[src/source/rv_core_cfg.svh]
/* Width, reset address and alignment macros for the RV32I combinational core */

`ifndef RV_CORE_CFG_SVH
`define RV_CORE_CFG_SVH

// Data and address width
`define RV_XLEN 32

// Register file address width
`define RV_REG_AW 5

// PC value after reset
`define RV_PROGADDR_RESET 32'h0000_0000

// Jump targets keep even addresses only
`define RV_ALIGN_MASK 32'hFFFF_FFFE

`endif

[src/source/rv_core_pkg.sv]
/* Opcode enum, instruction word union and operation class enum */

package rv_core_pkg;

	// RV32I major opcodes, low two bits included
	typedef enum logic [6:0] {
		opc_lui    = 7'b0110111,
		opc_auipc  = 7'b0010111,
		opc_jal    = 7'b1101111,
		opc_jalr   = 7'b1100111,
		opc_branch = 7'b1100011,
		opc_load   = 7'b0000011,
		opc_store  = 7'b0100011,
		opc_op_imm = 7'b0010011,
		opc_op     = 7'b0110011
	} opcode_e;

	typedef struct packed {
		logic [6:0] funct7;
		logic [4:0] rs2;
		logic [4:0] rs1;
		logic [2:0] funct3;
		logic [4:0] rd;
		opcode_e    opcode;
	} insn_r_t;

	typedef struct packed {
		logic [11:0] imm12;
		logic [4:0]  rs1;
		logic [2:0]  funct3;
		logic [4:0]  rd;
		opcode_e     opcode;
	} insn_i_t;

	// Same word seen as R-type and as I-type
	typedef union packed {
		insn_r_t r;
		insn_i_t i;
	} insn_u;

	typedef enum logic [2:0] {
		cls_alu, cls_lui, cls_auipc, cls_jump, cls_jumpr, cls_branch, cls_load, cls_store
	} op_class_e;

endpackage

[src/source/rv_stage_if.sv]
/* Decoded instruction and operand bundle between decode, execute and memory stages */

`timescale 1ns/1ps

`include "rv_core_cfg.svh"

interface rv_stage_if;
	import rv_core_pkg::*;

	op_class_e           op_class; // What the instruction does
	logic [2:0]          funct3;
	logic                alt;      // SUB or SRA
	logic                imm_op;   // Operand b is the immediate
	logic [`RV_XLEN-1:0] imm;
	logic [`RV_XLEN-1:0] rs1_val;  // Zero for x0
	logic [`RV_XLEN-1:0] rs2_val;
	logic [`RV_XLEN-1:0] pc;

	modport decode (
		output op_class, funct3, alt, imm_op, imm, rs1_val, rs2_val, pc
	);

	modport exec (
		input op_class, funct3, alt, imm_op, imm, rs1_val, rs2_val, pc
	);

	modport mem (
		input op_class, funct3, rs2_val
	);

endinterface

[src/source/rv_decode.sv]
/* Decode stage with field extraction, immediates, register requests
   and illegal encoding detection */

`timescale 1ns/1ps

`include "rv_core_cfg.svh"

module rv_decode (
	input  rv_core_pkg::insn_u    insn,
	input  logic                  insn_valid,
	input  logic [`RV_XLEN-1:0]   insn_addr,
	input  logic [`RV_XLEN-1:0]   rs1_rdata,
	input  logic [`RV_XLEN-1:0]   rs2_rdata,
	output logic [`RV_REG_AW-1:0] rs1_addr,
	output logic [`RV_REG_AW-1:0] rs2_addr,
	output logic [`RV_REG_AW-1:0] rd_addr,
	output logic                  rs1_request,
	output logic                  rs2_request,
	output logic                  rd_request,
	output logic                  illegal,
	rv_stage_if.decode            stage
);
	import rv_core_pkg::*;

	logic [`RV_XLEN-1:0] imm_i;
	logic [`RV_XLEN-1:0] imm_s;
	logic [`RV_XLEN-1:0] imm_b;
	logic [`RV_XLEN-1:0] imm_u;
	logic [`RV_XLEN-1:0] imm_j;
	logic [6:0]          funct7;
	logic [2:0]          funct3;
	op_class_e           op_class;
	logic                use_rs1;
	logic                use_rs2;
	logic                use_rd;
	logic                use_imm;
	logic                legal;
	logic                valid_insn;

	assign funct7 = insn.r.funct7;
	assign funct3 = insn.r.funct3;

	assign imm_i = {{20{insn[31]}}, insn.i.imm12};
	assign imm_s = {{20{insn[31]}}, insn[31:25], insn[11:7]};
	assign imm_b = {{20{insn[31]}}, insn[7], insn[30:25], insn[11:8], 1'b0};
	assign imm_u = {insn[31:12], 12'b0};
	assign imm_j = {{12{insn[31]}}, insn[19:12], insn[20], insn[30:21], 1'b0};

	always_comb begin
		op_class = cls_alu;
		use_rs1  = 1'b0;
		use_rs2  = 1'b0;
		use_rd   = 1'b0;
		use_imm  = 1'b0;
		legal    = 1'b0;
		case (insn.r.opcode)
			opc_lui: begin
				op_class = cls_lui;
				use_rd   = 1'b1;
				legal    = 1'b1;
			end
			opc_auipc: begin
				op_class = cls_auipc;
				use_rd   = 1'b1;
				legal    = 1'b1;
			end
			opc_jal: begin
				op_class = cls_jump;
				use_rd   = 1'b1;
				legal    = 1'b1;
			end
			opc_jalr: begin
				op_class = cls_jumpr;
				use_rs1  = 1'b1;
				use_rd   = 1'b1;
				use_imm  = 1'b1;
				legal    = (funct3 == 3'b000);
			end
			opc_branch: begin
				op_class = cls_branch;
				use_rs1  = 1'b1;
				use_rs2  = 1'b1;
				legal    = (funct3[2:1] != 2'b01); // 010 and 011 unused
			end
			opc_load: begin
				op_class = cls_load;
				use_rs1  = 1'b1;
				use_rd   = 1'b1;
				use_imm  = 1'b1;
				legal    = (funct3[1:0] != 2'b11) && (funct3 != 3'b110);
			end
			opc_store: begin
				op_class = cls_store;
				use_rs1  = 1'b1;
				use_rs2  = 1'b1;
				use_imm  = 1'b1;
				legal    = (funct3[2] == 1'b0) && (funct3[1:0] != 2'b11);
			end
			opc_op_imm: begin
				use_rs1 = 1'b1;
				use_rd  = 1'b1;
				use_imm = 1'b1;
				case (funct3)
					3'b001:  legal = (funct7 == 7'b0000000); // SLLI
					3'b101:  legal = (funct7 == 7'b0000000) || (funct7 == 7'b0100000);
					default: legal = 1'b1;
				endcase
			end
			opc_op: begin
				use_rs1 = 1'b1;
				use_rs2 = 1'b1;
				use_rd  = 1'b1;
				legal   = (funct7 == 7'b0000000) ||
					((funct7 == 7'b0100000) && ((funct3 == 3'b000) || (funct3 == 3'b101)));
			end
			default: legal = 1'b0;
		endcase
	end

	assign illegal    = !legal;
	assign valid_insn = insn_valid && legal;

	assign rs1_addr = use_rs1 ? insn.r.rs1 : '0;
	assign rs2_addr = use_rs2 ? insn.r.rs2 : '0;
	assign rd_addr  = use_rd ? insn.r.rd : '0;

	// x0 is never requested
	assign rs1_request = valid_insn && (rs1_addr != '0);
	assign rs2_request = valid_insn && (rs2_addr != '0);
	assign rd_request  = valid_insn && (rd_addr != '0);

	// Invalid or illegal words fall back to a plain ALU op with no side effects
	assign stage.op_class = valid_insn ? op_class : cls_alu;
	assign stage.funct3   = funct3;
	assign stage.alt      = funct7[5] && ((insn.r.opcode == opc_op) || (funct3 == 3'b101));
	assign stage.imm_op   = use_imm;
	assign stage.imm      = (op_class == cls_lui || op_class == cls_auipc) ? imm_u :
		(op_class == cls_jump)   ? imm_j :
		(op_class == cls_branch) ? imm_b :
		(op_class == cls_store)  ? imm_s : imm_i;
	assign stage.rs1_val  = (rs1_addr == '0) ? '0 : rs1_rdata;
	assign stage.rs2_val  = (rs2_addr == '0) ? '0 : rs2_rdata;
	assign stage.pc       = insn_addr;

endmodule

[src/source/rv_execute.sv]
/* Execute stage with the ALU, branch compare and next PC selection */

`timescale 1ns/1ps

`include "rv_core_cfg.svh"

module rv_execute (
	rv_stage_if.exec            stage,
	output logic [`RV_XLEN-1:0] alu_res,
	output logic [`RV_XLEN-1:0] pc_next
);
	import rv_core_pkg::*;

	logic [`RV_XLEN-1:0] opb;
	logic [`RV_XLEN-1:0] sum;
	logic [`RV_XLEN-1:0] diff;
	logic [`RV_XLEN-1:0] alu_val;
	logic [`RV_XLEN-1:0] pc_plus4;
	logic [`RV_XLEN-1:0] pc_target;
	logic [4:0]          shamt;
	logic                lt;
	logic                ltu;
	logic                eq;
	logic                cmp;
	logic                taken;

	assign opb   = stage.imm_op ? stage.imm : stage.rs2_val;
	assign shamt = opb[4:0];

	assign sum  = stage.rs1_val + opb; // Also the load/store address
	assign diff = stage.rs1_val - opb;
	assign eq   = (stage.rs1_val == opb);
	assign lt   = ($signed(stage.rs1_val) < $signed(opb));
	assign ltu  = (stage.rs1_val < opb);

	always_comb begin
		case (stage.funct3)
			3'b000:  alu_val = stage.alt ? diff : sum;
			3'b001:  alu_val = stage.rs1_val << shamt;
			3'b010:  alu_val = {{(`RV_XLEN-1){1'b0}}, lt};
			3'b011:  alu_val = {{(`RV_XLEN-1){1'b0}}, ltu};
			3'b100:  alu_val = stage.rs1_val ^ opb;
			3'b101:  alu_val = stage.alt ? $unsigned($signed(stage.rs1_val) >>> shamt) :
				stage.rs1_val >> shamt;
			3'b110:  alu_val = stage.rs1_val | opb;
			default: alu_val = stage.rs1_val & opb;
		endcase
	end

	assign pc_plus4  = stage.pc + `RV_XLEN'd4;
	assign pc_target = stage.pc + stage.imm;

	// funct3[2:1] picks the compare, funct3[0] inverts it
	always_comb begin
		case (stage.funct3[2:1])
			2'b00:   cmp = eq;
			2'b10:   cmp = lt;
			2'b11:   cmp = ltu;
			default: cmp = 1'b0;
		endcase
	end

	assign taken = cmp ^ stage.funct3[0];

	always_comb begin
		case (stage.op_class)
			cls_alu:   alu_res = alu_val;
			cls_lui:   alu_res = stage.imm;
			cls_auipc: alu_res = pc_target;
			cls_jump:  alu_res = pc_plus4; // Link value
			cls_jumpr: alu_res = pc_plus4;
			default:   alu_res = sum;
		endcase
	end

	always_comb begin
		case (stage.op_class)
			cls_jump:   pc_next = pc_target & `RV_ALIGN_MASK;
			cls_jumpr:  pc_next = sum & `RV_ALIGN_MASK;
			cls_branch: pc_next = taken ? (pc_target & `RV_ALIGN_MASK) : pc_plus4;
			default:    pc_next = pc_plus4;
		endcase
	end

endmodule

[src/source/rv_mem_stage.sv]
/* Memory and write-back stage with request forming, load extension
   and write-back select */

`timescale 1ns/1ps

`include "rv_core_cfg.svh"

module rv_mem_stage (
	rv_stage_if.mem                 stage,
	input  logic [`RV_XLEN-1:0]     alu_res,
	input  logic [`RV_XLEN-1:0]     mem_rdata,
	output logic                    mem_valid,
	output logic [`RV_XLEN-1:0]     mem_addr,
	output logic [`RV_XLEN-1:0]     mem_wdata,
	output logic [`RV_XLEN/8-1:0]   mem_wstrb,
	output logic [`RV_XLEN/8-1:0]   mem_rmask,
	output logic [`RV_XLEN-1:0]     rd_wdata
);
	import rv_core_pkg::*;

	logic                  is_load;
	logic                  is_store;
	logic [`RV_XLEN/8-1:0] size_mask;
	logic [`RV_XLEN-1:0]   load_ext;

	assign is_load  = (stage.op_class == cls_load);
	assign is_store = (stage.op_class == cls_store);

	// Byte lanes from the access size
	always_comb begin
		case (stage.funct3[1:0])
			2'b00:   size_mask = 4'b0001;
			2'b01:   size_mask = 4'b0011;
			2'b10:   size_mask = 4'b1111;
			default: size_mask = 4'b0000;
		endcase
	end

	assign mem_valid = is_load || is_store;
	assign mem_addr  = mem_valid ? alu_res : '0;
	assign mem_wdata = is_store ? stage.rs2_val : '0;
	assign mem_wstrb = is_store ? size_mask : '0;
	assign mem_rmask = is_load ? size_mask : '0;

	// funct3[2] selects zero extension
	always_comb begin
		case (stage.funct3)
			3'b000:  load_ext = {{24{mem_rdata[7]}}, mem_rdata[7:0]};
			3'b001:  load_ext = {{16{mem_rdata[15]}}, mem_rdata[15:0]};
			3'b100:  load_ext = {24'b0, mem_rdata[7:0]};
			3'b101:  load_ext = {16'b0, mem_rdata[15:0]};
			default: load_ext = mem_rdata;
		endcase
	end

	assign rd_wdata = is_load ? load_ext : alu_res;

endmodule

[src/source/rv_comb_core.sv]
/* Top level of the single-cycle RV32I core with PC register,
   completion and trap logic */

`timescale 1ns/1ps

`include "rv_core_cfg.svh"

module rv_comb_core (
	input  logic                  clk,
	input  logic                  arst_n,
	output logic [`RV_XLEN-1:0]   insn_addr,
	input  logic [`RV_XLEN-1:0]   insn,
	input  logic                  insn_valid,
	output logic                  insn_complete,
	output logic                  trap,
	output logic [`RV_REG_AW-1:0] rs1_addr,
	output logic [`RV_REG_AW-1:0] rs2_addr,
	output logic [`RV_REG_AW-1:0] rd_addr,
	output logic                  rs1_request,
	output logic                  rs2_request,
	output logic                  rd_request,
	input  logic [`RV_XLEN-1:0]   rs1_rdata,
	input  logic [`RV_XLEN-1:0]   rs2_rdata,
	output logic [`RV_XLEN-1:0]   rd_wdata,
	input  logic                  rs1_ready,
	input  logic                  rs2_ready,
	input  logic                  rd_ready,
	output logic                  mem_valid,
	input  logic                  mem_ready,
	output logic [`RV_XLEN-1:0]   mem_addr,
	output logic [`RV_XLEN-1:0]   mem_wdata,
	output logic [`RV_XLEN/8-1:0] mem_wstrb,
	output logic [`RV_XLEN/8-1:0] mem_rmask,
	input  logic [`RV_XLEN-1:0]   mem_rdata
);

	logic [`RV_XLEN-1:0] pc;
	logic [`RV_XLEN-1:0] pc_next;
	logic [`RV_XLEN-1:0] alu_res;
	logic                illegal;

	rv_stage_if stage_bus ();

	rv_decode u_decode (
		.insn        (insn),
		.insn_valid  (insn_valid),
		.insn_addr   (pc),
		.rs1_rdata   (rs1_rdata),
		.rs2_rdata   (rs2_rdata),
		.rs1_addr    (rs1_addr),
		.rs2_addr    (rs2_addr),
		.rd_addr     (rd_addr),
		.rs1_request (rs1_request),
		.rs2_request (rs2_request),
		.rd_request  (rd_request),
		.illegal     (illegal),
		.stage       (stage_bus.decode)
	);

	rv_execute u_execute (
		.stage   (stage_bus.exec),
		.alu_res (alu_res),
		.pc_next (pc_next)
	);

	rv_mem_stage u_mem_stage (
		.stage     (stage_bus.mem),
		.alu_res   (alu_res),
		.mem_rdata (mem_rdata),
		.mem_valid (mem_valid),
		.mem_addr  (mem_addr),
		.mem_wdata (mem_wdata),
		.mem_wstrb (mem_wstrb),
		.mem_rmask (mem_rmask),
		.rd_wdata  (rd_wdata)
	);

	// Every raised request needs its ready
	assign insn_complete = insn_valid &&
		(!rs1_request || rs1_ready) && (!rs2_request || rs2_ready) &&
		(!rd_request || rd_ready) && (!mem_valid || mem_ready);

	assign trap = insn_valid && illegal;

	always_ff @(posedge clk or negedge arst_n) begin
		if (!arst_n) begin
			pc <= `RV_PROGADDR_RESET;
		end else if (insn_complete && !trap) begin
			pc <= pc_next; // Trap or stall holds the PC
		end
	end

	assign insn_addr = pc;

endmodule

[config.mk]
export PLATFORM = sky130hd
export DESIGN_NAME = rv_comb_core
export DESIGN_NICKNAME = d
export VERILOG_FILES = /design/src/source/rv_core_pkg.sv /design/src/source/rv_stage_if.sv /design/src/source/rv_decode.sv /design/src/source/rv_execute.sv /design/src/source/rv_mem_stage.sv /design/src/source/rv_comb_core.sv
export VERILOG_INCLUDE_DIRS = /design/src /design/src/source
export SDC_FILE = /design/constraint.sdc
export NUM_CORES = 1
export LEC_CHECK = 0
export BUFFER_PORTS_ARGS = -buffer_cell sky130_fd_sc_hd__buf_4
export CORE_ASPECT_RATIO = 1.5
export CORE_UTILIZATION = 45
export CTS_BUF_LIST = sky130_fd_sc_hd__clkbuf_4
export CTS_CLUSTER_DIAMETER = 120
export CTS_CLUSTER_SIZE = 14
export DETAILED_ROUTE_END_ITERATION = 10
export GPL_TIMING_DRIVEN = 0
export PLACE_DENSITY = 0.74
export SLEW_MARGIN = 30
export SYNTH_ARGS = -nofsm -noshare
export SYNTH_HDL_FRONTEND = slang
export SYNTH_SLANG_ARGS = --single-unit
export TNS_END_PERCENT = 5
[constraint.sdc]
create_clock -name clk -period 4.7 [get_ports clk]
set_input_delay 0.235 -clock clk [delete_from_list [all_inputs] [get_ports clk]]
set_output_delay 0.235 -clock clk [all_outputs]
set_load 0.01 [all_outputs]
==> impl_metrics.json, run 1 <==
{
  "synthCells": 2584,
  "syn_avg_cell_area_um2": 6.48,
  "seq_area_frac_synth_pct": 4.64,
  "ys_top_cells_by_area": "ha_1 (9.9%), a21oi_1 (6.6%), nand2_1 (6.1%)",
  "cts_made_buffers": 5,
  "die_y_um": 238,
  "yosysTopAreaCellShare_pct": 9.94,
  "place_congestion": 1.26,
  "dp_hpwl_um": 98300,
  "ys_ff_latch": 31,
  "grt_overflow": 915,
  "grtUsageTotal_pct": 80.1,
  "ctsLongestPathBuffers": 2,
  "grt_start_max_net_pins": 32,
  "synth_top_area_cell": "ha_1",
  "io_pins": 292,
  "die_w_um": 159,
  "synth_edf_count": 0,
  "numPortBuffers": 288,
  "netlist_area_um2": 16700,
  "stop_error": "[ERROR GRT-0116] Global routing finished with congestion. Check the congestion regions in the DRC Viewer.",
  "yosysUniqueCellTypes": 117,
  "cts_root_buf": "clkbuf_4",
  "ctsHtreeMaxLevel": 2,
  "rows": 86,
  "status": "aborted with a tool error",
  "ys.flop_type": "dfrtp_1",
  "grt_pass1_wl_um": 234000,
  "dp_slack_ns": -2.79,
  "start_util_pct": 45.6,
  "numClockSinks": 31,
  "stop_stage": "global routing (5_1_grt)",
  "grt_pass1_vias": 29184,
  "ys_warn_count": 0,
  "ys_async_sr_fraction_pct": 100
}
==> cells in the mapped netlist, types with 18 or more instances <==
master,n
a21oi_1,220
o22ai_1,19
mux2i_1,40
a31oi_1,38
nand4_1,18
o221ai_1,34
ha_1,133
a22oi_1,33
o21ai_1,34
buf_2,42
a211oi_1,67
clkbuf_1,128
o21ai_0,161
and2_1,42
mux2_2,18
buf_1,19
a221oi_1,32
dfrtp_1,31
and3_1,58
nor2_1,256
nand2b_1,19
nand2_1,273
xor2_1,32
nand3_1,115
nor3_1,61
inv_1,125
xnor2_1,80
o211ai_1,44
a21o_1,51
==> routing by layer <==
layer | overflow | track usage, %
met1 | 5 | 78.4
met2 | 554 | 101
met3 | 19 | 60.5
met4 | 333 | 86.1
met5 | 4 | 18.3
==> per-stage QoR <==
| step | instance area, µm² | util, % | cells | setup TNS, ns |
|---|---|---|---|---|
| after global placement | 19700 | 53.6 | 3357 | -202.84 |
| after floorplan | 16900 | - | 2585 | -0.00984 |
| after CTS | 22000 | 60.0 | 3434 | -15.89 |
| after detailed placement | 19700 | 53.7 | 3358 | -208.07 |
==> cell families after synthesis <==
group | share of synthesized area, %
mux | 4.73
flops | 4.64
other cells | 0.0224
buf+inv | 8.51
simple gates | 27.4
xor+xnor | 5.86
compound gates | 38.6
fa+ha+maj | 10.3
==> repair_timing <==
action / in CTS
setup endpoints to repair: 129
gates resized for setup: 362
endpoints found under the hold margin: 31
buffers inserted: 86
cloned: 1
hold buffers: 1
pin swaps: 94
==> run 2, diff against run 1 <==
Settings changed: CORE_ASPECT_RATIO 1.5 to unset, CORE_UTILIZATION 45 to 30, CTS_BUF_LIST sky130_fd_sc_hd__clkbuf_4 to unset, CTS_CLUSTER_DIAMETER 120 to unset, CTS_CLUSTER_SIZE 14 to unset, PLACE_DENSITY 0.74 to unset, PLACE_DENSITY_LB_ADDON set to 0.15.
Clock period 4.7 ns to 6.1 ns, I/O delays scaled along.
==> impl_metrics.json, run 2 <==
{
  "cp_cell_sequence": "buf_4 -> buf_2 -> a211o_1 -> a21o_4 -> a21oi_4 -> nor2_8 -> inv_2 -> buf_12 -> ha_1 -> inv_1 -> fa_1 -> or2_2 -> a221oi_4 -> o211ai_1 -> nand2_1 -> a21oi_1 -> xnor2_1 -> a221oi_1 -> o22a_1 -> buf_4",
  "rsz0062_at_grt": "true",
  "violations": "negative setup slack",
  "final-setup-viol-count": 11,
  "timing.fmax_mhz": 160,
  "largest_register_ffs": 31,
  "combPwrFrac_pct": 72.3,
  "dieArea_um2": 56700,
  "viasPerCell": 6.76,
  "start_util_pct": 30.4,
  "final.min_clock_period_ns": 6.25,
  "max_stage_delay_ns": 0.95,
  "required_ns": 5.79,
  "grt_pass1_vias": 23170,
  "layout_common_cells": "buf_4 (320), nand2_1 (267), nor2_1 (246)",
  "post_drt_wl_per_cell_um": 37.3,
  "irDropWorstVdd_v": 0.000102,
  "internal_power_mw": 1.07,
  "hold_class": "input port to async pin",
  "netlist_area_um2": 16700,
  "layout_commonest_cell": "buf_4",
  "slew_headroom_pct": 19.2,
  "p_per_area_nw_per_um2": 116,
  "drt-initial-drc-count": 3619,
  "period_share_pct": 102,
  "final_hold_viol_count": 0,
  "grt_start_max_net_pins": 32,
  "path_class": "input port to primary output",
  "ys_ff_latch": 31,
  "dp_cells": 3623,
  "p_leak_nw": 8.97,
  "tightestPinTransition_ns": 1.20,
  "slew_viol_final": 0,
  "fin_setup_tns_ns": -0.834,
  "p_sw_share_pct": 56.3,
  "ctsLongestPathBuffers": 2,
  "yosysTopAreaCellShare_pct": 9.94,
  "clk_latency_ns": 0.30,
  "synth_top_area_cell": "ha_1",
  "clkTransAtPathRegs_ns": 0.06,
  "fin_cells": 3638,
  "drc": 0,
  "cts_root_buf": "clkbuf_16",
  "start_kind": "input port",
  "grtUsageMet1_pct": 53.9,
  "grt_busiest_layer": "met2",
  "ctsHtreeMaxLevel": 2,
  "vias": 24583,
  "grt_overflow": 0,
  "ant_nets": 0,
  "cts_tree": "done",
  "drt_wl_total_um": 136000,
  "seq_area_frac_synth_pct": 4.64,
  "rows": 86,
  "nets": 3158,
  "synth.most_common_cell": "nand2_1",
  "cp-end-kind": "primary output",
  "antenna_found_initial": 5,
  "cp_common_cell": "buf_4",
  "p_switching_mw": 1.38,
  "numClockSinks": 31,
  "ys_top_cells_by_area": "ha_1 (9.9%), a21oi_1 (6.6%), nand2_1 (6.1%)",
  "grt_pass1_wl_um": 184000,
  "syn_to_final_growth_pct": 26.5,
  "met3_usage_pct": 10.9,
  "place_congestion": 1.11,
  "grtUsageTotal_pct": 46.1,
  "ys_async_sr_fraction_pct": 100,
  "ys.flop_type": "dfrtp_1",
  "synth_edf_count": 0,
  "synthCells": 2584,
  "status": "finished with violations",
  "die_w_um": 238,
  "yosysUniqueCellTypes": 117,
  "die_y_um": 238,
  "dp_hpwl_um": 112000,
  "numPortBuffers": 288,
  "ys_warn_count": 0,
  "worst_path_max_delay_cell": "xnor2_1",
  "holdWs_ns": 0.506,
  "drive_above_1_share_pct": 20.5,
  "firstDrtPassIters": 6,
  "crit_path_max_fanout": 29,
  "power_frac_clock_pct": 13.1,
  "final_area_um2": 21200,
  "seqPwrFrac_pct": 14.5,
  "place_area_um2": 20000,
  "io_pins": 292,
  "grt_use_met2_pct": 70.8,
  "clock_skew_ns": 0.00775,
  "cp.arrival_ns": 5.95,
  "coreArea_um2": 55100,
  "max-cap-violations": 0,
  "syn_avg_cell_area_um2": 6.48,
  "yosys-top-cells-count": "nand2_1 (273), nor2_1 (256), a21oi_1 (220), o21ai_0 (161), ha_1 (133)",
  "setup_slack_ns": -0.150,
  "cts_made_buffers": 5
}
==> run 2: cell counts after synthesis <==
Identical to the previous run, type by type.
==> run 2: repair_timing <==
| item | CTS | global route |
|---|---|---|
| setup endpoints to repair | 89 | 66 |
| gates resized for setup | 117 | 77 |
| hold buffers | 1 | 0 |
| pin swaps | 13 | 9 |
| endpoints found under the hold margin | 31 | 0 |
| setup buffers | 13 | 4 |
| cloned | 0 | 0 |
==> run 2: final timing paths <==
path	startpoint	to	slack, ns	cells after the start
max in group asynchronous	arst_n	insn_addr[27]	5.22	2
setup / recovery	insn[6]	rd_wdata[18]	-0.15	20
hold reg to reg	insn_addr[21]	insn_addr[21]	0.64	2
min in group clk	insn[3]	insn_addr[9]	0.62	4
hold / removal	arst_n	insn_addr[7]	0.51	2
setup reg to reg	insn_addr[3]	insn_addr[25]	1.98	11
==> run 2: cell type report <==
class,instances,area [µm²]
fill,6042,33900
multi-input combinational,2216,15500
timing repair buffer,308,2340
buffer,193,982
tap,748,936
sequential,31,776
inverter,132,498
clock buffer,6,139
clock inverter,2,35.0
antenna,2,5.00
==> run 2: per-stage QoR <==
step                setup slack [ns]  total power, mW  util, %
finish                        -0.150             2.46     38.4
global route                  -0.116             2.52     38.4
CTS                         -0.00409             2.35     37.8
detailed placement             -2.30             1.98     36.3
global placement               -2.85             1.98     36.0
floorplan                      0.767             1.23        -
==> run 2: cells by family after synthesis <==
logic type	Yosys count	share of synthesized area (%)
flops	31	4.64
xor+xnor	112	5.86
other cells	1	0.0224
compound gates	948	38.6
simple gates	951	27.4
fa+ha+maj	136	10.3
buf+inv	338	8.51
mux	67	4.73
==> run 2: power groups by stage <==
stage	combinational [mW]	sequential [mW]	clock, mW
4_1_cts	1.69	0.351	0.317
6_report	1.78	0.356	0.323
5_1_grt	1.84	0.358	0.321
3_5_place_dp	1.63	0.355	0
2_1_floorplan	0.893	0.334	0
3_3_place_gp	1.62	0.354	0
==> run 2: critical path: cells and delay by family <==
kind	cells	cell delay, ns
AOI/OAI and AO/OA	8	2.21
xor gates and xnor gates	1	0.95
adders and majority gates	2	0.76
and+or+nand+nor	3	0.69
buffers and inverters	6	1.01
==> run 2: layer usage <==
layer	vias up	part of all wire, %
li1	10206	-
met1	11890	37
met2	1938	42
met3	543	11
met4	6	10
met5	-	0.027
Note: power is estimated with default switching activity, not from simulation.
